$ cat src/hw/uc_addr_pkg.sv
`default_nettype none

package uc_addr_pkg;

  localparam int paddr_width   = 32;
  localparam int dword_width   = 64;
  localparam int dev_id_width  = 4;
  localparam int reg_off_width = 20;

  typedef logic [paddr_width-1:0]   paddr_t;
  typedef logic [dword_width-1:0]   dword_t;
  typedef logic [dev_id_width-1:0]  dev_id_t;
  typedef logic [reg_off_width-1:0] reg_off_t;

  // Everything below this is local device space
  localparam paddr_t dram_base_addr = 32'h8000_0000;

  // Local device ids, address bits 23 to 20
  localparam dev_id_t host_dev  = 4'd0;
  localparam dev_id_t clint_dev = 4'd1;
  localparam dev_id_t cfg_dev   = 4'd2;
  localparam dev_id_t cache_dev = 4'd3;
  localparam dev_id_t boot_dev  = 4'd4;

  // CLINT register offsets
  localparam reg_off_t msip_off     = 20'h0_0000;
  localparam reg_off_t mtimecmp_off = 20'h0_4000;
  localparam reg_off_t meip_off     = 20'h0_b000;
  localparam reg_off_t mtime_off    = 20'h0_bff8;

  // Config register offsets
  localparam reg_off_t freeze_off    = 20'h0_0000;
  localparam reg_off_t core_id_off   = 20'h0_0008;
  localparam reg_off_t icache_id_off = 20'h0_0010;
  localparam reg_off_t dcache_id_off = 20'h0_0018;

  typedef enum logic [1:0] {
    sink_cfg,
    sink_clint,
    sink_mem,
    sink_loopback
  } sink_e;

endpackage

`default_nettype wire

$ cat src/hw/uc_msg_pkg.sv
`default_nettype none

package uc_msg_pkg;

  import uc_addr_pkg::*;

  localparam int core_id_width = 4;

  typedef enum logic {
    op_rd = 1'b0,
    op_wr = 1'b1
  } msg_op_e;

  typedef logic [core_id_width-1:0] core_id_t;

  // Single-beat command
  typedef struct packed {
    msg_op_e op;
    paddr_t  addr;
    dword_t  data;
  } uc_cmd_t;

  // Data holds the read value, zero for writes
  typedef struct packed {
    msg_op_e op;
    paddr_t  addr;
    dword_t  data;
  } uc_resp_t;

  typedef struct packed {
    logic     freeze;
    core_id_t core_id;
    core_id_t icache_id;
    core_id_t dcache_id;
  } uc_cfg_bus_t;

endpackage

`default_nettype wire

$ cat src/hw/uc_cfg_regs.sv
`default_nettype none

module uc_cfg_regs
  import uc_addr_pkg::*;
  import uc_msg_pkg::*;
(
  input  logic        clk_i,
  input  logic        rst_n_i,
  input  uc_cmd_t     cmd_i,
  input  logic        cmd_v_i,
  output logic        cmd_ready_o,
  output uc_resp_t    resp_o,
  output logic        resp_v_o,
  input  logic        resp_ready_i,
  output uc_cfg_bus_t cfg_bus_o
);

  uc_cfg_bus_t cfg_q;
  uc_resp_t    resp_q;
  logic        resp_v_q;
  reg_off_t    off;
  dword_t      rd_data;
  logic        cmd_fire;

  assign off         = cmd_i.addr[reg_off_width-1:0];
  assign cmd_ready_o = ~resp_v_q;
  assign cmd_fire    = cmd_v_i & cmd_ready_o;

  always_comb
  begin
    case (off)
      freeze_off:    rd_data = dword_t'(cfg_q.freeze);
      core_id_off:   rd_data = dword_t'(cfg_q.core_id);
      icache_id_off: rd_data = dword_t'(cfg_q.icache_id);
      dcache_id_off: rd_data = dword_t'(cfg_q.dcache_id);
      default:       rd_data = '0;
    endcase
  end

  // Core comes out of reset frozen
  always_ff @(posedge clk_i)
  begin
    if (!rst_n_i)
    begin
      cfg_q <= '{freeze: 1'b1, default: '0};
    end
    else if (cmd_fire && (cmd_i.op == op_wr))
    begin
      case (off)
        freeze_off:    cfg_q.freeze    <= cmd_i.data[0];
        core_id_off:   cfg_q.core_id   <= core_id_t'(cmd_i.data);
        icache_id_off: cfg_q.icache_id <= core_id_t'(cmd_i.data);
        dcache_id_off: cfg_q.dcache_id <= core_id_t'(cmd_i.data);
        default:       ;
      endcase
    end
  end

  always_ff @(posedge clk_i)
  begin
    if (!rst_n_i)
    begin
      resp_v_q <= 1'b0;
    end
    else if (cmd_fire)
    begin
      resp_v_q <= 1'b1;
    end
    else if (resp_ready_i)
    begin
      resp_v_q <= 1'b0;
    end
  end

  always_ff @(posedge clk_i)
  begin
    if (cmd_fire)
    begin
      resp_q.op   <= cmd_i.op;
      resp_q.addr <= cmd_i.addr;
      resp_q.data <= (cmd_i.op == op_rd) ? rd_data : '0;
    end
  end

  assign resp_o    = resp_q;
  assign resp_v_o  = resp_v_q;
  assign cfg_bus_o = cfg_q;

endmodule

`default_nettype wire

$ cat src/hw/uc_clint.sv
`default_nettype none

module uc_clint
  import uc_addr_pkg::*;
  import uc_msg_pkg::*;
(
  input  logic     clk_i,
  input  logic     rst_n_i,
  input  uc_cmd_t  cmd_i,
  input  logic     cmd_v_i,
  output logic     cmd_ready_o,
  output uc_resp_t resp_o,
  output logic     resp_v_o,
  input  logic     resp_ready_i,
  output logic     timer_irq_o,
  output logic     software_irq_o,
  output logic     external_irq_o
);

  dword_t   mtime_q, mtimecmp_q;
  logic     msip_q, meip_q;
  uc_resp_t resp_q;
  logic     resp_v_q;
  reg_off_t off;
  dword_t   rd_data;
  logic     cmd_fire, wr_fire;

  assign off         = cmd_i.addr[reg_off_width-1:0];
  assign cmd_ready_o = ~resp_v_q;
  assign cmd_fire    = cmd_v_i & cmd_ready_o;
  assign wr_fire     = cmd_fire & (cmd_i.op == op_wr);

  // Free-running machine timer
  always_ff @(posedge clk_i)
  begin
    if (!rst_n_i)
    begin
      mtime_q <= '0;
    end
    else
    begin
      mtime_q <= mtime_q + 1'b1;
    end
  end

  // Compare starts at all ones so the timer irq stays low
  always_ff @(posedge clk_i)
  begin
    if (!rst_n_i)
    begin
      mtimecmp_q <= '1;
      msip_q     <= 1'b0;
      meip_q     <= 1'b0;
    end
    else if (wr_fire)
    begin
      case (off)
        mtimecmp_off: mtimecmp_q <= cmd_i.data;
        msip_off:     msip_q     <= cmd_i.data[0];
        meip_off:     meip_q     <= cmd_i.data[0];
        default:      ;
      endcase
    end
  end

  always_comb
  begin
    case (off)
      msip_off:     rd_data = dword_t'(msip_q);
      mtimecmp_off: rd_data = mtimecmp_q;
      meip_off:     rd_data = dword_t'(meip_q);
      mtime_off:    rd_data = mtime_q;
      default:      rd_data = '0;
    endcase
  end

  always_ff @(posedge clk_i)
  begin
    if (!rst_n_i)
    begin
      resp_v_q <= 1'b0;
    end
    else if (cmd_fire)
    begin
      resp_v_q <= 1'b1;
    end
    else if (resp_ready_i)
    begin
      resp_v_q <= 1'b0;
    end
  end

  always_ff @(posedge clk_i)
  begin
    if (cmd_fire)
    begin
      resp_q.op   <= cmd_i.op;
      resp_q.addr <= cmd_i.addr;
      resp_q.data <= (cmd_i.op == op_rd) ? rd_data : '0;
    end
  end

  assign resp_o         = resp_q;
  assign resp_v_o       = resp_v_q;
  assign timer_irq_o    = (mtime_q >= mtimecmp_q);
  assign software_irq_o = msip_q;
  assign external_irq_o = meip_q;

endmodule

`default_nettype wire

$ cat src/hw/uc_loopback.sv
`default_nettype none

module uc_loopback
  import uc_msg_pkg::*;
(
  input  logic     clk_i,
  input  logic     rst_n_i,
  input  uc_cmd_t  cmd_i,
  input  logic     cmd_v_i,
  output logic     cmd_ready_o,
  output uc_resp_t resp_o,
  output logic     resp_v_o,
  input  logic     resp_ready_i
);

  uc_resp_t resp_q;
  logic     resp_v_q;
  logic     cmd_fire;

  assign cmd_ready_o = ~resp_v_q;
  assign cmd_fire    = cmd_v_i & cmd_ready_o;

  always_ff @(posedge clk_i)
  begin
    if (!rst_n_i)
    begin
      resp_v_q <= 1'b0;
    end
    else if (cmd_fire)
    begin
      resp_v_q <= 1'b1;
    end
    else if (resp_ready_i)
    begin
      resp_v_q <= 1'b0;
    end
  end

  // Echo op and addr, data always reads as zero
  always_ff @(posedge clk_i)
  begin
    if (cmd_fire)
    begin
      resp_q.op   <= cmd_i.op;
      resp_q.addr <= cmd_i.addr;
      resp_q.data <= '0;
    end
  end

  assign resp_o   = resp_q;
  assign resp_v_o = resp_v_q;

endmodule

`default_nettype wire

$ cat src/hw/uc_cmd_router.sv
`default_nettype none

module uc_cmd_router
  import uc_addr_pkg::*;
  import uc_msg_pkg::*;
(
  input  logic     clk_i,
  input  logic     rst_n_i,

  input  uc_cmd_t  host_cmd_i,
  input  logic     host_cmd_v_i,
  output logic     host_cmd_ready_o,
  output uc_resp_t host_resp_o,
  output logic     host_resp_v_o,
  input  logic     host_resp_ready_i,

  output uc_cmd_t  cfg_cmd_o,
  output logic     cfg_cmd_v_o,
  input  logic     cfg_cmd_ready_i,
  input  uc_resp_t cfg_resp_i,
  input  logic     cfg_resp_v_i,
  output logic     cfg_resp_ready_o,

  output uc_cmd_t  clint_cmd_o,
  output logic     clint_cmd_v_o,
  input  logic     clint_cmd_ready_i,
  input  uc_resp_t clint_resp_i,
  input  logic     clint_resp_v_i,
  output logic     clint_resp_ready_o,

  output uc_cmd_t  loop_cmd_o,
  output logic     loop_cmd_v_o,
  input  logic     loop_cmd_ready_i,
  input  uc_resp_t loop_resp_i,
  input  logic     loop_resp_v_i,
  output logic     loop_resp_ready_o,

  output uc_cmd_t  mem_cmd_o,
  output logic     mem_cmd_v_o,
  input  logic     mem_cmd_ready_i,
  input  uc_resp_t mem_resp_i,
  input  logic     mem_resp_v_i,
  output logic     mem_resp_ready_o
);

  typedef enum logic {
    idle,
    wait_resp
  } state_e;

  state_e  state_q;
  sink_e   sink_sel, sink_q;
  dev_id_t dev_id;
  logic    cmd_local, sel_ready, resp_v_sel;
  logic    is_idle, cmd_fire, resp_fire;

  assign dev_id    = host_cmd_i.addr[reg_off_width +: dev_id_width];
  assign cmd_local = (host_cmd_i.addr < dram_base_addr);

  // Address decode
  always_comb
  begin
    sink_sel = sink_mem;
    if (cmd_local)
    begin
      case (dev_id)
        cfg_dev:                       sink_sel = sink_cfg;
        clint_dev:                     sink_sel = sink_clint;
        host_dev, boot_dev, cache_dev: sink_sel = sink_mem;
        default:                       sink_sel = sink_loopback;
      endcase
    end
  end

  always_comb
  begin
    case (sink_sel)
      sink_cfg:   sel_ready = cfg_cmd_ready_i;
      sink_clint: sel_ready = clint_cmd_ready_i;
      sink_mem:   sel_ready = mem_cmd_ready_i;
      default:    sel_ready = loop_cmd_ready_i;
    endcase
  end

  assign is_idle          = (state_q == idle);
  assign host_cmd_ready_o = is_idle & sel_ready;
  assign cmd_fire         = host_cmd_v_i & host_cmd_ready_o;

  // Payload goes to every sink, only the chosen one sees valid
  assign cfg_cmd_o   = host_cmd_i;
  assign clint_cmd_o = host_cmd_i;
  assign loop_cmd_o  = host_cmd_i;
  assign mem_cmd_o   = host_cmd_i;

  assign cfg_cmd_v_o   = is_idle & host_cmd_v_i & (sink_sel == sink_cfg);
  assign clint_cmd_v_o = is_idle & host_cmd_v_i & (sink_sel == sink_clint);
  assign loop_cmd_v_o  = is_idle & host_cmd_v_i & (sink_sel == sink_loopback);
  assign mem_cmd_v_o   = is_idle & host_cmd_v_i & (sink_sel == sink_mem);

  // Response return from the held sink
  always_comb
  begin
    case (sink_q)
      sink_cfg:
      begin
        host_resp_o = cfg_resp_i;
        resp_v_sel  = cfg_resp_v_i;
      end
      sink_clint:
      begin
        host_resp_o = clint_resp_i;
        resp_v_sel  = clint_resp_v_i;
      end
      sink_mem:
      begin
        host_resp_o = mem_resp_i;
        resp_v_sel  = mem_resp_v_i;
      end
      default:
      begin
        host_resp_o = loop_resp_i;
        resp_v_sel  = loop_resp_v_i;
      end
    endcase
  end

  assign host_resp_v_o = ~is_idle & resp_v_sel;
  assign resp_fire     = host_resp_v_o & host_resp_ready_i;

  assign cfg_resp_ready_o   = ~is_idle & (sink_q == sink_cfg) & host_resp_ready_i;
  assign clint_resp_ready_o = ~is_idle & (sink_q == sink_clint) & host_resp_ready_i;
  assign loop_resp_ready_o  = ~is_idle & (sink_q == sink_loopback) & host_resp_ready_i;
  assign mem_resp_ready_o   = ~is_idle & (sink_q == sink_mem) & host_resp_ready_i;

  // One transaction in flight
  always_ff @(posedge clk_i)
  begin
    if (!rst_n_i)
    begin
      state_q <= idle;
      sink_q  <= sink_cfg;
    end
    else
    begin
      case (state_q)
        idle:
        begin
          if (cmd_fire)
          begin
            state_q <= wait_resp;
            sink_q  <= sink_sel;
          end
        end
        wait_resp:
        begin
          if (resp_fire)
          begin
            state_q <= idle;
          end
        end
        default: state_q <= idle;
      endcase
    end
  end

endmodule

`default_nettype wire

$ cat src/hw/uc_lite_top.sv
`default_nettype none

module uc_lite_top
  import uc_msg_pkg::*;
(
  input  logic        clk_i,
  input  logic        rst_n_i,

  input  uc_cmd_t     host_cmd_i,
  input  logic        host_cmd_v_i,
  output logic        host_cmd_ready_o,
  output uc_resp_t    host_resp_o,
  output logic        host_resp_v_o,
  input  logic        host_resp_ready_i,

  output uc_cmd_t     mem_cmd_o,
  output logic        mem_cmd_v_o,
  input  logic        mem_cmd_ready_i,
  input  uc_resp_t    mem_resp_i,
  input  logic        mem_resp_v_i,
  output logic        mem_resp_ready_o,

  output uc_cfg_bus_t cfg_bus_o,
  output logic        timer_irq_o,
  output logic        software_irq_o,
  output logic        external_irq_o
);

  uc_cmd_t  cfg_cmd, clint_cmd, loop_cmd;
  uc_resp_t cfg_resp, clint_resp, loop_resp;
  logic     cfg_cmd_v, cfg_cmd_ready, cfg_resp_v, cfg_resp_ready;
  logic     clint_cmd_v, clint_cmd_ready, clint_resp_v, clint_resp_ready;
  logic     loop_cmd_v, loop_cmd_ready, loop_resp_v, loop_resp_ready;

  uc_cmd_router router (
    .clk_i             (clk_i),
    .rst_n_i           (rst_n_i),
    .host_cmd_i        (host_cmd_i),
    .host_cmd_v_i      (host_cmd_v_i),
    .host_cmd_ready_o  (host_cmd_ready_o),
    .host_resp_o       (host_resp_o),
    .host_resp_v_o     (host_resp_v_o),
    .host_resp_ready_i (host_resp_ready_i),
    .cfg_cmd_o         (cfg_cmd),
    .cfg_cmd_v_o       (cfg_cmd_v),
    .cfg_cmd_ready_i   (cfg_cmd_ready),
    .cfg_resp_i        (cfg_resp),
    .cfg_resp_v_i      (cfg_resp_v),
    .cfg_resp_ready_o  (cfg_resp_ready),
    .clint_cmd_o       (clint_cmd),
    .clint_cmd_v_o     (clint_cmd_v),
    .clint_cmd_ready_i (clint_cmd_ready),
    .clint_resp_i      (clint_resp),
    .clint_resp_v_i    (clint_resp_v),
    .clint_resp_ready_o(clint_resp_ready),
    .loop_cmd_o        (loop_cmd),
    .loop_cmd_v_o      (loop_cmd_v),
    .loop_cmd_ready_i  (loop_cmd_ready),
    .loop_resp_i       (loop_resp),
    .loop_resp_v_i     (loop_resp_v),
    .loop_resp_ready_o (loop_resp_ready),
    .mem_cmd_o         (mem_cmd_o),
    .mem_cmd_v_o       (mem_cmd_v_o),
    .mem_cmd_ready_i   (mem_cmd_ready_i),
    .mem_resp_i        (mem_resp_i),
    .mem_resp_v_i      (mem_resp_v_i),
    .mem_resp_ready_o  (mem_resp_ready_o)
  );

  uc_cfg_regs cfg (
    .clk_i       (clk_i),
    .rst_n_i     (rst_n_i),
    .cmd_i       (cfg_cmd),
    .cmd_v_i     (cfg_cmd_v),
    .cmd_ready_o (cfg_cmd_ready),
    .resp_o      (cfg_resp),
    .resp_v_o    (cfg_resp_v),
    .resp_ready_i(cfg_resp_ready),
    .cfg_bus_o   (cfg_bus_o)
  );

  uc_clint clint (
    .clk_i         (clk_i),
    .rst_n_i       (rst_n_i),
    .cmd_i         (clint_cmd),
    .cmd_v_i       (clint_cmd_v),
    .cmd_ready_o   (clint_cmd_ready),
    .resp_o        (clint_resp),
    .resp_v_o      (clint_resp_v),
    .resp_ready_i  (clint_resp_ready),
    .timer_irq_o   (timer_irq_o),
    .software_irq_o(software_irq_o),
    .external_irq_o(external_irq_o)
  );

  uc_loopback loopback (
    .clk_i       (clk_i),
    .rst_n_i     (rst_n_i),
    .cmd_i       (loop_cmd),
    .cmd_v_i     (loop_cmd_v),
    .cmd_ready_o (loop_cmd_ready),
    .resp_o      (loop_resp),
    .resp_v_o    (loop_resp_v),
    .resp_ready_i(loop_resp_ready)
  );

endmodule

`default_nettype wire

$ cat config.mk
export PLATFORM = sky130hd
export DESIGN_NAME = uc_lite_top
export DESIGN_NICKNAME = d
export VERILOG_FILES = /design/src/hw/uc_addr_pkg.sv /design/src/hw/uc_msg_pkg.sv /design/src/hw/uc_cfg_regs.sv /design/src/hw/uc_clint.sv /design/src/hw/uc_loopback.sv /design/src/hw/uc_cmd_router.sv /design/src/hw/uc_lite_top.sv
export SDC_FILE = /design/constraint.sdc
export NUM_CORES = 1
export LEC_CHECK = 0
export ABC_AREA = 1
export BUFFER_PORTS_ARGS = -buffer_cell sky130_fd_sc_hd__buf_2
export CORE_ASPECT_RATIO = 0.5
export CORE_MARGIN = 4
export CORE_UTILIZATION = 32
export CTS_CLUSTER_SIZE = 20
export DETAILED_ROUTE_END_ITERATION = 10
export PLACE_DENSITY = 0.49
export SETUP_SLACK_MARGIN = 0.15
export SLEW_MARGIN = 40
export SYNTH_ARGS = -nofsm -noshare
export SYNTH_HDL_FRONTEND = slang
export SYNTH_SLANG_ARGS = --single-unit
$ cat constraint.sdc
create_clock -name clk_i -period 5.1 [get_ports clk_i]
set_input_delay 0.51 -clock clk_i [delete_from_list [all_inputs] [get_ports clk_i]]
set_output_delay 0.51 -clock clk_i [all_outputs]
set_load 0.005 [all_outputs]
After elaboration in Yosys (flattened, before gate mapping)
Index checks and enable logic that the tools add are counted.
{ "totals": {"ff_bits": 376, "latch_bits": 0, "ramBits": 0, "romBits": 0, "output_inout_bits": 214, "n_memories": 0} }
{ "classes": {"n_addsub": 1, "mul": 0, "div_mod_pow": 0, "magnitude_cmp": 2, "eq_ne": 16, "shifts": 0, "muxes": 16, "bitwise": 25, "n_reduce_logical": 17} }
{ "ops": {"columns": ["cell", "count"], "rows": [
  ["97-bit case mux with 3 select lines", 1],
  ["64-bit case mux with 4 select lines", 1],
  ["64-bit by 1-bit adder with 64-bit output, second input constant", 1],
  ["64-bit >= comparator", 1],
  ["20-bit by 16-bit equality test with 1-bit output, second input constant", 2],
  ["20-bit by 5-bit equality test with 1-bit output, second input constant", 2],
  ["32-bit less-than comparator, second input constant", 1],
  ["1-bit bitwise AND", 21],
  ["20-bit by 15-bit equality test with 1-bit output, second input constant", 1],
  ["20-bit by 4-bit equality test with 1-bit output, second input constant", 1],
  ["20-bit zero test", 1],
  ["4-bit case mux with 4 select lines", 1],
  ["2-bit AND reduction", 8],
  ["2-bit equality test, second input constant", 4],
  ["4-bit by 2-bit equality test with 1-bit output, second input constant", 2],
  ["1-bit two-way mux", 8],
  ["1-bit case mux with 3 select lines", 2],
  ["2-bit case mux with 3 select lines", 1],
  ["2-bit nonzero test", 3],
  ["2-bit by 1-bit equality test with 1-bit output, second input constant", 2],
  ["4-bit by 1-bit equality test with 1-bit output, second input constant", 1],
  ["4-bit by 3-bit equality test with 1-bit output, second input constant", 1],
  ["2-bit zero test", 2],
  ["4-bit zero test", 1],
  ["5 further kinds", 8]
]} }

Logic depth before layout (Yosys ltp)
Gate-level depths: netlist (run 1).
{ "depth": {"ltp_word": 10, "ltp_mapped": 15, "mapped_depth_nobuf": 15} }

Hierarchy
A second synthesis (run 1) with hierarchy kept.
{ "hier_totals": {"cells_unflattened": 2851, "hier_area_um2": 21595.7} }
{ "modules_own_cells": {"columns": ["module", "instances", "cells_each", "area_each_um2", "seq_area_each_um2"], "rows": [
  ["uc_clint", 1, 1526, 12024.0, 5535.3],
  ["uc_cmd_router", 1, 986, 5615.4, 60.1],
  ["uc_cfg_regs", 1, 233, 2427.3, 1391.3],
  ["uc_loopback", 1, 106, 1529.0, 1011.0]
]} }

Worst setup path before layout (run 1)
OpenSTA, ideal clock, no wires.
{ "synth_timing": {"kind": "input -> register", "start": "in host_cmd_i[87] in the netlist's numbering", "end": "reg clint.mtimecmp_q[11]", "arrival_ns": 4.222, "path_slack_ns": 0.755, "path_stages": 10, "path_cell_list": "nor2_2 > nand4_1 > inv_1 > nand2_1 > nor2_2 > nand2_2 > nor2_2 > buf_4 > buf_2 > o21ai_0"} }
{ "synth_via": {"elab_chain_cells": 9, "elab_cells_between_ends": 14, "classes_between": "order compare (1); eq/ne (5); mux (2); bitwise (3); reduce/logical (3)"} }
{ "synth_rtl": {"columns": ["item", "line", "rtl"], "rows": [
  ["from (decl)", "uc_lite_top.sv:9", "input uc_cmd_t host_cmd_i,"],
  ["branches (longest 3 deep; another with 32-bit less-than comparator)", null, null],
  ["2-bit two-way mux (*)", "uc_cmd_router.sv:64", "if (cmd_local)"],
  ["2-bit by 1-bit equality test with 1-bit output (*)", "uc_cmd_router.sv:96", "assign clint_cmd_v_o = is_idle & host_cmd_v_i & (sink_sel == sink_clint);"],
  ["1-bit bitwise AND (*)", "uc_cmd_router.sv:96", null],
  ["1-bit bitwise AND (*)", "uc_clint.sv:30", "assign cmd_fire = cmd_v_i & cmd_ready_o;"],
  ["net clint.cmd_fire", "uc_clint.sv:26", "logic cmd_fire, wr_fire;"],
  ["1-bit bitwise AND (*)", "uc_clint.sv:31", "assign wr_fire = cmd_fire & (cmd_i.op == op_wr);"],
  ["2-bit AND reduction (no source line) (*)", null, null],
  ["to (signal assigned)", "uc_clint.sv:58", "mtimecmp_off: mtimecmp_q <= cmd_i.data;"],
  ["to (decl)", "uc_clint.sv:20", "dword_t mtime_q, mtimecmp_q;"]
]} }
Mark *: on every way through the listed nets, which the timed path passes.
A chain may end at the register's enable or synchronous reset.

Final worst setup path (run 1)
{ "layout_timing": {"start": "reg clint.mtime_q[55]", "end": "out timer_irq_o"} }
{ "layout_via": {"elab_chain_cells": 1} }
{ "layout_rtl": {"columns": ["item", "line", "rtl"], "rows": [
  ["from (decl)", "uc_clint.sv:20", null],
  ["from (signal assigned)", "uc_clint.sv:42", "mtime_q <= mtime_q + 1'b1;"],
  ["64-bit >= comparator", "uc_clint.sv:105", "assign timer_irq_o = (mtime_q >= mtimecmp_q);"],
  ["to (decl)", "uc_lite_top.sv:24", "output logic timer_irq_o,"]
]} }
No other way between the ends.

==> results of run 1 <==
-- power by group through the flow --
| stage | sequential, mW | clock, mW | combinational (mW) |
|---|---|---|---|
| after detailed placement | 2.76 | 0 | 0.573 |
| after global placement | 2.76 | 0 | 0.562 |
| final | 2.71 | 2.45 | 0.557 |
| after global routing | 2.71 | 2.63 | 0.621 |
| after floorplan | 2.76 | 0 | 0.297 |
| after CTS | 2.71 | 2.53 | 0.574 |
-- through the flow --
step | instances | area, um2 | worst slack [ns] | power [mW]
2_1_floorplan | 2071 | 17000 | 0.755 | 3.05
3_3_place_gp | 3025 | 19000 | 2.28 | 3.33
3_5_place_dp | 3028 | 19000 | 2.20 | 3.34
4_1_cts | 3090 | 20100 | 1.72 | 5.82
5_1_grt | 3090 | 20100 | 1.59 | 5.96
6_report | 3090 | 20100 | 1.82 | 5.72
-- registers in the layout, summed over array words and instances (netlist names), 2 cells and up --
name,flops
clint.resp_o,97
clint.mtime_q,64
clint.mtimecmp_q,64
cfg.resp_o,37
loopback.resp_o,33
cfg.cfg_bus_o,13
router.sink_q,2
-- worst paths after layout --
path,from,end,slack [ns],cells past startpoint
setup / recovery,clint.mtime_q[55]$_SDFF_PN0_,timer_irq_o,1.82,9
hold / removal,host_cmd_i[90],clint.resp_o[90]$_DFFE_PP_,0.20,1
setup reg to reg,clint.mtime_q[0]$_SDFF_PN0_,clint.mtime_q[22]$_SDFF_PN0_,2.65,7
hold reg to reg,cfg.cfg_bus_o[3]$_SDFFE_PN0P_,cfg.cfg_bus_o[3]$_SDFFE_PN0P_,0.47,2
-- placed cells by master (no fill, tap or decap), drive strengths merged --
master / synthesis / routed
buf: 137 / 430
nand2: 397 / 397
inv: 278 / 280
nor2: 231 / 231
edfxtp: 167 / 167
a21oi: 163 / 163
dfxtp: 149 / 149
o21ai: 110 / 110
nand4: 84 / 84
nand3: 66 / 66
ha: 65 / 65
o22ai: 62 / 62
a22o: 60 / 60
clkbuf: 37 / 48
nor3: 40 / 40
clkinv: 3 / 14
or2: 5 / 5
xor2: 5 / 5
o21a: 4 / 4
a31oi: 2 / 2
nor3b: 2 / 2
a21o: 1 / 1
and3b: 1 / 1
nand3b: 1 / 1
o31ai: 1 / 1
bufinv: 0 / 1
-- synthesized netlist by cell type, drive strengths merged (37+ instances only) --
cell    number
a21oi      163
a22o        60
buf        137
clkbuf      37
dfxtp      149
edfxtp     167
ha          65
inv        278
nand2      397
nand3       66
nand4       84
nor2       231
nor3        40
o21ai      110
o22ai       62
-- cell families after synthesis --
group | after synthesis
and+or+nand+nor | 827
adders and majority gates | 65
DFF | 316
buffers and inverters | 455
xor gates and xnor gates | 5
AOI/OAI and AO/OA | 403
-- metal layers --
layer	vias to the layer above	track usage (%)	wire, um
met5	-	0	13
met3	68	3.38	3850
li1	7471	-	-
met2	468	31.9	26800
met1	7018	28.0	27200
met4	2	4.26	1100
-- area by class of cell --
type                            count  area [um2]
Fill cell                        5499       32200
Multi-Input combinational cell   1300        6840
Clock buffer                       48         987
Sequential cell                   316        8000
Clock inverter                     14        87.6
Inverter                          281        1060
Timing Repair Buffer              430        2250
Tap cell                          701         877
==> Implementation_results.wiki, run 1 <==
{| class="wikitable"
! Metric !! Value
|-
| Result of the run || complete, no violations
|-
| Clock network fraction of total power || 42.9%
|-
| Adder-cell share of the synthesized area || 4.77%
|-
| Clock network latency to the later pin of the worst-skew pair || 0.53 ns
|-
| CP max FO || 5
|-
| Compound-Gate Fraction of Synth Area || 13.8%
|-
| Nets || 2628
|-
| Number of DRC violations after detailed routing || 0
|-
| Number of flops mapped to enable cells by yosys || ~170
|-
| Cell type with the largest total area after synthesis || sky130_fd_sc_hd__edfxtp_1
|-
| Slew HR || 40.5%
|-
| Post-layout utilization of the core || 38.4%
|-
| Sw power || 1.37 mW
|-
| Required time worst endpoint || 4.59 ns
|-
| Port Buffers || around 410
|-
| Fraction of power consumed by combinational cells || about a tenth
|-
| Post-route setup TNS || 0 ns
|-
| Simple-gate share of the synthesized area || 21.1%
|-
| CP startpoint kind || register
|-
| Post-Route WL || ~60000 um
|-
| Crit path cell chain || ha_1 > nand2_1 > nor2_1 > nand3_1 > nor3_1 > nor3b_1 > nand2_1 > nand3_1 > buf_2
|-
| I/O pin total || 414
|-
| Number of setup violations in the final report || 0
|-
| Total overflow reported by the global router || 0
|-
| Register bit total from synthesis || 316
|-
| Routability-driven placement congestion ratio || 0.910
|-
| Starting utilization of the core area || 32.6%
|-
| Initial antenna violation count || 1
|-
| Core outline area || around 52000 um2
|-
| Nature of the critical path endpoint || output port
|-
| Largest buffer count on any clock path || 3
|-
| Clock root buffer || sky130_fd_sc_hd__clkbuf_16
|-
| Number of nets with antenna violations after routing || 0
|-
| Share of synthesized flip-flops with an asynchronous set or reset || 0%
|-
| Vias per std cell || roughly 4.9
|-
| HPWL Detailed || 44500 um
|-
| CTS sink cnt || 316
|-
| CP Buf/Inv Count || 1
|-
| Sequential fraction of design power || approximately 47%
|-
| TritonCTS clock tree || built
|-
| Parity-gate share of the synthesized area counting xor and xnor cells || 0.257%
|-
| Syn Area/Cell || 8.23 um2
|-
| Cell count after synthesis || 2071
|-
| Main combinational cell family by area after synthesis || simple AND/OR/NAND/NOR gates
|-
| Final Hold Slack || 0.202 ns
|-
| Leakage power || 8.31 nW
|-
| Horizontal die dimension || 334 um
|-
| Mux cell area share after synthesis || 0%
|-
| Int Power || 4.34 mW
|-
| Switch share || 24.0%
|-
| Fmax achieved || 0.305 GHz
|-
| Pin slew with the least headroom to its limit || 0.886 ns
|-
| Synthesized net count || between 2000 and 2500
|-
| Die area || 57300 um2
|-
| Average wire length per cell after detail routing || 19.1 um
|-
| Post-synth top area share || between 20 and 30%
|-
| DR iter-0 viols || 1151
|-
| RSZ-0062 raised after global routing || false
|-
| Min-delay worst type || in -> reg
|-
| Final Skew || between 0.015 and 0.02 ns
|-
| Endpoint arrival time on the critical path || 2.77 ns
|-
| Period utilization || 64.4%
|-
| Tmin final || 3.28 ns
|-
| Gate family responsible for the most delay along the worst path || simple AND/OR/NAND/NOR gates
|-
| Total GRT Usage || 19.8%
|-
| Total number of placement rows || 59
|-
| Crit path largest cell delay || 0.53 ns
|-
| Drt pass-1 iters || 5
|-
| Max-slew violation total from the final report || 0
|-
| Power per standard cell area || 284 nW/um2
|-
| Depth of the CTS H-tree || 2
|-
| Dominant register cell in the synthesized netlist || sky130_fd_sc_hd__edfxtp_1
|-
| Area grow syn2layout || 17.9%
|-
| Peak supply drop || around 0.20 mV
|-
| Count of yosys warnings during synthesis || 0
|-
| TritonCTS Buffers || 34
|-
| Dominant cells by area after synthesis || sky130_fd_sc_hd__edfxtp_1, sky130_fd_sc_hd__dfxtp_1, sky130_fd_sc_hd__nand2_1
|-
| Ratio of cells with drive above 1 in the final layout || between 20% and 30%
|-
| Overall die height || 171 um
|-
| Kind of critical path || reg -> out
|-
| Number of post-CTS setup repair buffers || 0
|-
| Via count of the first global-routing pass || 14100
|-
| Maximum number of pins on one net before global-route repair || 98
|-
| Final Hold Fails || 0
|-
| Number of gates given a new drive strength after cts || 0
|-
| Distinct cell type count of the synthesized netlist || 37
|-
| Netlist area before placement || ~17000 um2
|-
| Max-Cap Viols || 0
|-
| Wire length of the first global-routing pass || 86800 um
|-
| Worst-path cell with the longest stage delay || sky130_fd_sc_hd__nor3b_1
|-
| Clock transition at the register clock pins on the worst setup and hold paths after CTS || roughly 0.060 ns
|-
| Sequential share of the synthesized area || 46.9%
|-
| CTS Hold Bufs || 0
|-
| Total number of vias || roughly 15000
|-
| Antenna Cells || 0
|}
Power figures use the tool's default switching activity.
==> run 2: changes to the inputs <==
==> constraint.sdc (replaced) <==
create_clock -name clk_i -period 3.39 [get_ports clk_i]
set_input_delay 0.339 -clock clk_i [delete_from_list [all_inputs] [get_ports clk_i]]
set_output_delay 0.339 -clock clk_i [all_outputs]
set_load 0.005 [all_outputs]
==> run 2 against run 1 <==
  * Sequential share of layout area is 0.18 points lower
  * Clock-buffer cell count is 1 higher
  * Critical endpoint unchanged
  * Clock skew rose by 0.0043 ns
  * Core utilization up 0.17 points
  * Critical path type unchanged
  * Flip-flop and latch count stayed put
  * Critical path depth fell by 1
  * Non-clock buffer count up 7
  * Highest routed layer unchanged
  * Register-to-register slack got worse by 1.9 ns
  * Sequential power is 51% higher
  * Routed wire length rose by 1.6%
==> Implementation_results.wiki, run 2 (synthesis gave the netlist of run 1 again) <==
{| class="wikitable"
! Metric !! Value
|-
| Period utilization || between 80% and 90%
|-
| Final Hold Fails || 0
|-
| Cell count of the worst hold path || 3
|-
| Horizontal die dimension || 334 um
|-
| Min-delay worst type || in -> reg
|-
| Peak supply drop || 0.272 mV
|-
| Nature of the critical path endpoint || output port
|-
| Post-route setup TNS || 0 ns
|-
| Number of DRC violations after detailed routing || 0
|-
| Global routing usage on met2 || 31.7%
|-
| Int Power || 6.59 mW
|-
| Busiest layer in global routing || met2
|-
| Number of post-CTS setup repair buffers || 0
|-
| Port Buffers || 413
|-
| Kind of critical path || reg -> out
|-
| Maximum number of pins on one net before global-route repair || a little under 100
|-
| Vias per std cell || between 4 and 5
|-
| Wire length of the first global-routing pass || between 80000 and 90000 um
|-
| First element of the critical path || clint.mtimecmp_q[63]$_SDFFE_PN1P_
|-
| Required time worst endpoint || 3.05 ns
|-
| Commonest non-fill, non-tap cell in the layout || sky130_fd_sc_hd__buf_2
|-
| Max-slew violation total from the final report || 0
|-
| Hold path endpoint || clint.mtimecmp_q[11]$_SDFFE_PN1P_
|-
| CTS sink cnt || 316
|-
| Number of setup violations in the final report || 0
|-
| Power per standard cell area || 429 nW/um2
|-
| Total number of vias || 15100
|-
| Leading cell types in the layout, fill and taps excluded || sky130_fd_sc_hd__buf_2, sky130_fd_sc_hd__nand2_1, sky130_fd_sc_hd__inv_1
|-
| Ratio of cells with drive above 1 in the final layout || 22.1%
|-
| Result of the run || complete, no violations
|-
| Depth of the CTS H-tree || 2
|-
| Sequential fraction of design power || between 40% and 50%
|-
| Tmin final || 2.98 ns
|-
| Number of fill cells || 5448
|-
| Starting utilization of the core area || 32.6%
|-
| Sw power || 2.08 mW
|-
| Nets || between 2000 and 3000
|-
| DR iter-0 viols || approximately 1100
|-
| Worst r2r src || clint.mtime_q[0]$_SDFF_PN0_
|-
| Total number of placement rows || 59
|-
| CP max FO || 3
|-
| Depth of the worst register-to-register path || 10
|-
| Final instance count without filler cells || 3096
|-
| Pin slew with the least headroom to its limit || slightly below 0.8 ns
|-
| End of the worst register-to-register path || clint.mtime_q[62]$_SDFF_PN0_
|-
| Area grow syn2layout || 18.4%
|-
| Final Skew || 0.0223 ns
|-
| CTS Hold Bufs || 0
|-
| Global Route met3 Usage || 4.18%
|-
| Leakage power || 8.37 nW
|-
| RSZ-0062 raised after global routing || false
|-
| Endpoint arrival time on the critical path || 2.64 ns
|-
| Worst Min Path Start || host_cmd_i[11]
|-
| Fraction of power consumed by combinational cells || 9.7%
|-
| TritonCTS clock tree || built
|-
| Fmax achieved || around 0.34 GHz
|-
| CP startpoint kind || register
|-
| Max-Cap Viols || 0
|-
| Die area || between 50000 and 60000 um2
|-
| Largest register FFs || 97
|-
| Met1 Resource Use GR || 28.6%
|-
| Routability-driven placement congestion ratio || approximately 0.94
|-
| Final Hold Slack || ~0.03 ns
|-
| Total GRT Usage || 20.0%
|-
| Switch share || 24.0%
|-
| Post-Route WL || between 50000 and 60000 um
|-
| Placed insts || 3034
|-
| Core outline area || around 52000 um2
|-
| Via count of the first global-routing pass || 14100
|-
| Number of nets with antenna violations after routing || 0
|-
| Clock transition at the register clock pins on the worst setup and hold paths after CTS || 0.06 ns
|-
| Overall die height || between 150 and 200 um
|-
| Clock root buffer || sky130_fd_sc_hd__clkbuf_16
|-
| Clock network latency to the later pin of the worst-skew pair || 0.53 ns
|-
| Average wire length per cell after detail routing || 19.3 um
|-
| Slew HR || between 40 and 50%
|-
| Register-to-Register Setup Slack || between 0.7 and 0.8 ns
|-
| TritonCTS Buffers || 34
|-
| Total overflow reported by the global router || 0
|-
| I/O pin total || between 400 and 500
|-
| Initial antenna violation count || 2
|-
| Drt pass-1 iters || 5
|-
| HPWL Detailed || 45600 um
|-
| Clock network fraction of total power || between 40% and 50%
|-
| Largest buffer count on any clock path || 3
|}
-- run 2: cell types whose count changed in the layout (fill, tap and decap cells not counted), moves of 2 or more --
| cell | previous run | this run |
|---|---|---|
| sky130_fd_sc_hd__clkinv_2 | 3 | 5 |
| sky130_fd_sc_hd__buf_8 | 3 | 1 |
| sky130_fd_sc_hd__buf_12 | 2 | 6 |
| sky130_fd_sc_hd__inv_6 | 2 | 0 |
| sky130_fd_sc_hd__buf_4 | 10 | 17 |
| sky130_fd_sc_hd__clkbuf_1 | 9 | 11 |
| sky130_fd_sc_hd__clkinv_1 | 11 | 6 |
| sky130_fd_sc_hd__buf_6 | 2 | 0 |
-- run 2: layer usage --
metal	up-vias	share of wire, %
li1	7496	-
met1	7112	47
met2	444	44
met3	66	7.1
met4	2	1.6
met5	-	0.022
-- run 2: power groups by stage --
stage               clock [mW]  sequential [mW]  combinational (mW)
floorplan                    0             4.15               0.446
global placement             0             4.16               0.859
detailed placement           0             4.16               0.860
CTS                       3.85             4.08               0.862
global route              4.00             4.08               0.932
finish                    3.76             4.08               0.840
-- run 2: repair_timing --
| action | CTS | global route |
|---|---|---|
| hold endpoints to repair | 0 | 0 |
| gates resized for setup | 0 | 1 |
| endpoints found under the setup margin | 0 | 1 |
-- run 2: worst max-delay path, stage by stage (launching register included) --
cell and delay, ns:
sky130_fd_sc_hd__dfxtp_1 0.31, sky130_fd_sc_hd__inv_1 0.06, sky130_fd_sc_hd__ha_1 0.32, sky130_fd_sc_hd__nand4_1 0.22, sky130_fd_sc_hd__nor3_1 0.53, sky130_fd_sc_hd__nor3b_2 0.38
sky130_fd_sc_hd__nand2_1 0.08, sky130_fd_sc_hd__nand3_1 0.11, sky130_fd_sc_hd__buf_2 0.12
-- run 2: per-stage QoR --
| stage | cell area (um2) | worst slack, ns | util [%] | total power [mW] |
|---|---|---|---|---|
| floorplan | 17100 | 0.354 | - | 4.59 |
| detailed placement | 19100 | 0.670 | 36.5 | 5.02 |
| CTS | 20200 | 0.197 | 38.5 | 8.78 |
| finish | 20200 | 0.411 | 38.6 | 8.67 |
| global placement | 19100 | 0.699 | 36.4 | 5.02 |
| global route | 20200 | 0.235 | 38.6 | 9.01 |
-- run 2: final cells by class --
type,count,area (um2),share of cell area (%)
Tap cell,701,877,4.34
Clock inverter,11,100,0.496
Inverter,281,1060,5.24
Multi-Input combinational cell,1300,6840,33.9
Antenna cell,1,2.50,0.0124
Timing Repair Buffer,437,2330,11.5
Clock buffer,49,981,4.86
Sequential cell,316,8000,39.6
-- run 2: worst max-delay path by stage --
stage / to / cells past startpoint
5_1_grt: timer_irq_o / 10
6_report: timer_irq_o / 8
4_1_cts: timer_irq_o / 9
3_3_place_gp: clint.mtimecmp_q[35]$_SDFFE_PN1P_ / 10
3_5_place_dp: clint.mtimecmp_q[14]$_SDFFE_PN1P_ / 10
2_1_floorplan: clint.mtimecmp_q[11]$_SDFFE_PN1P_ / 10
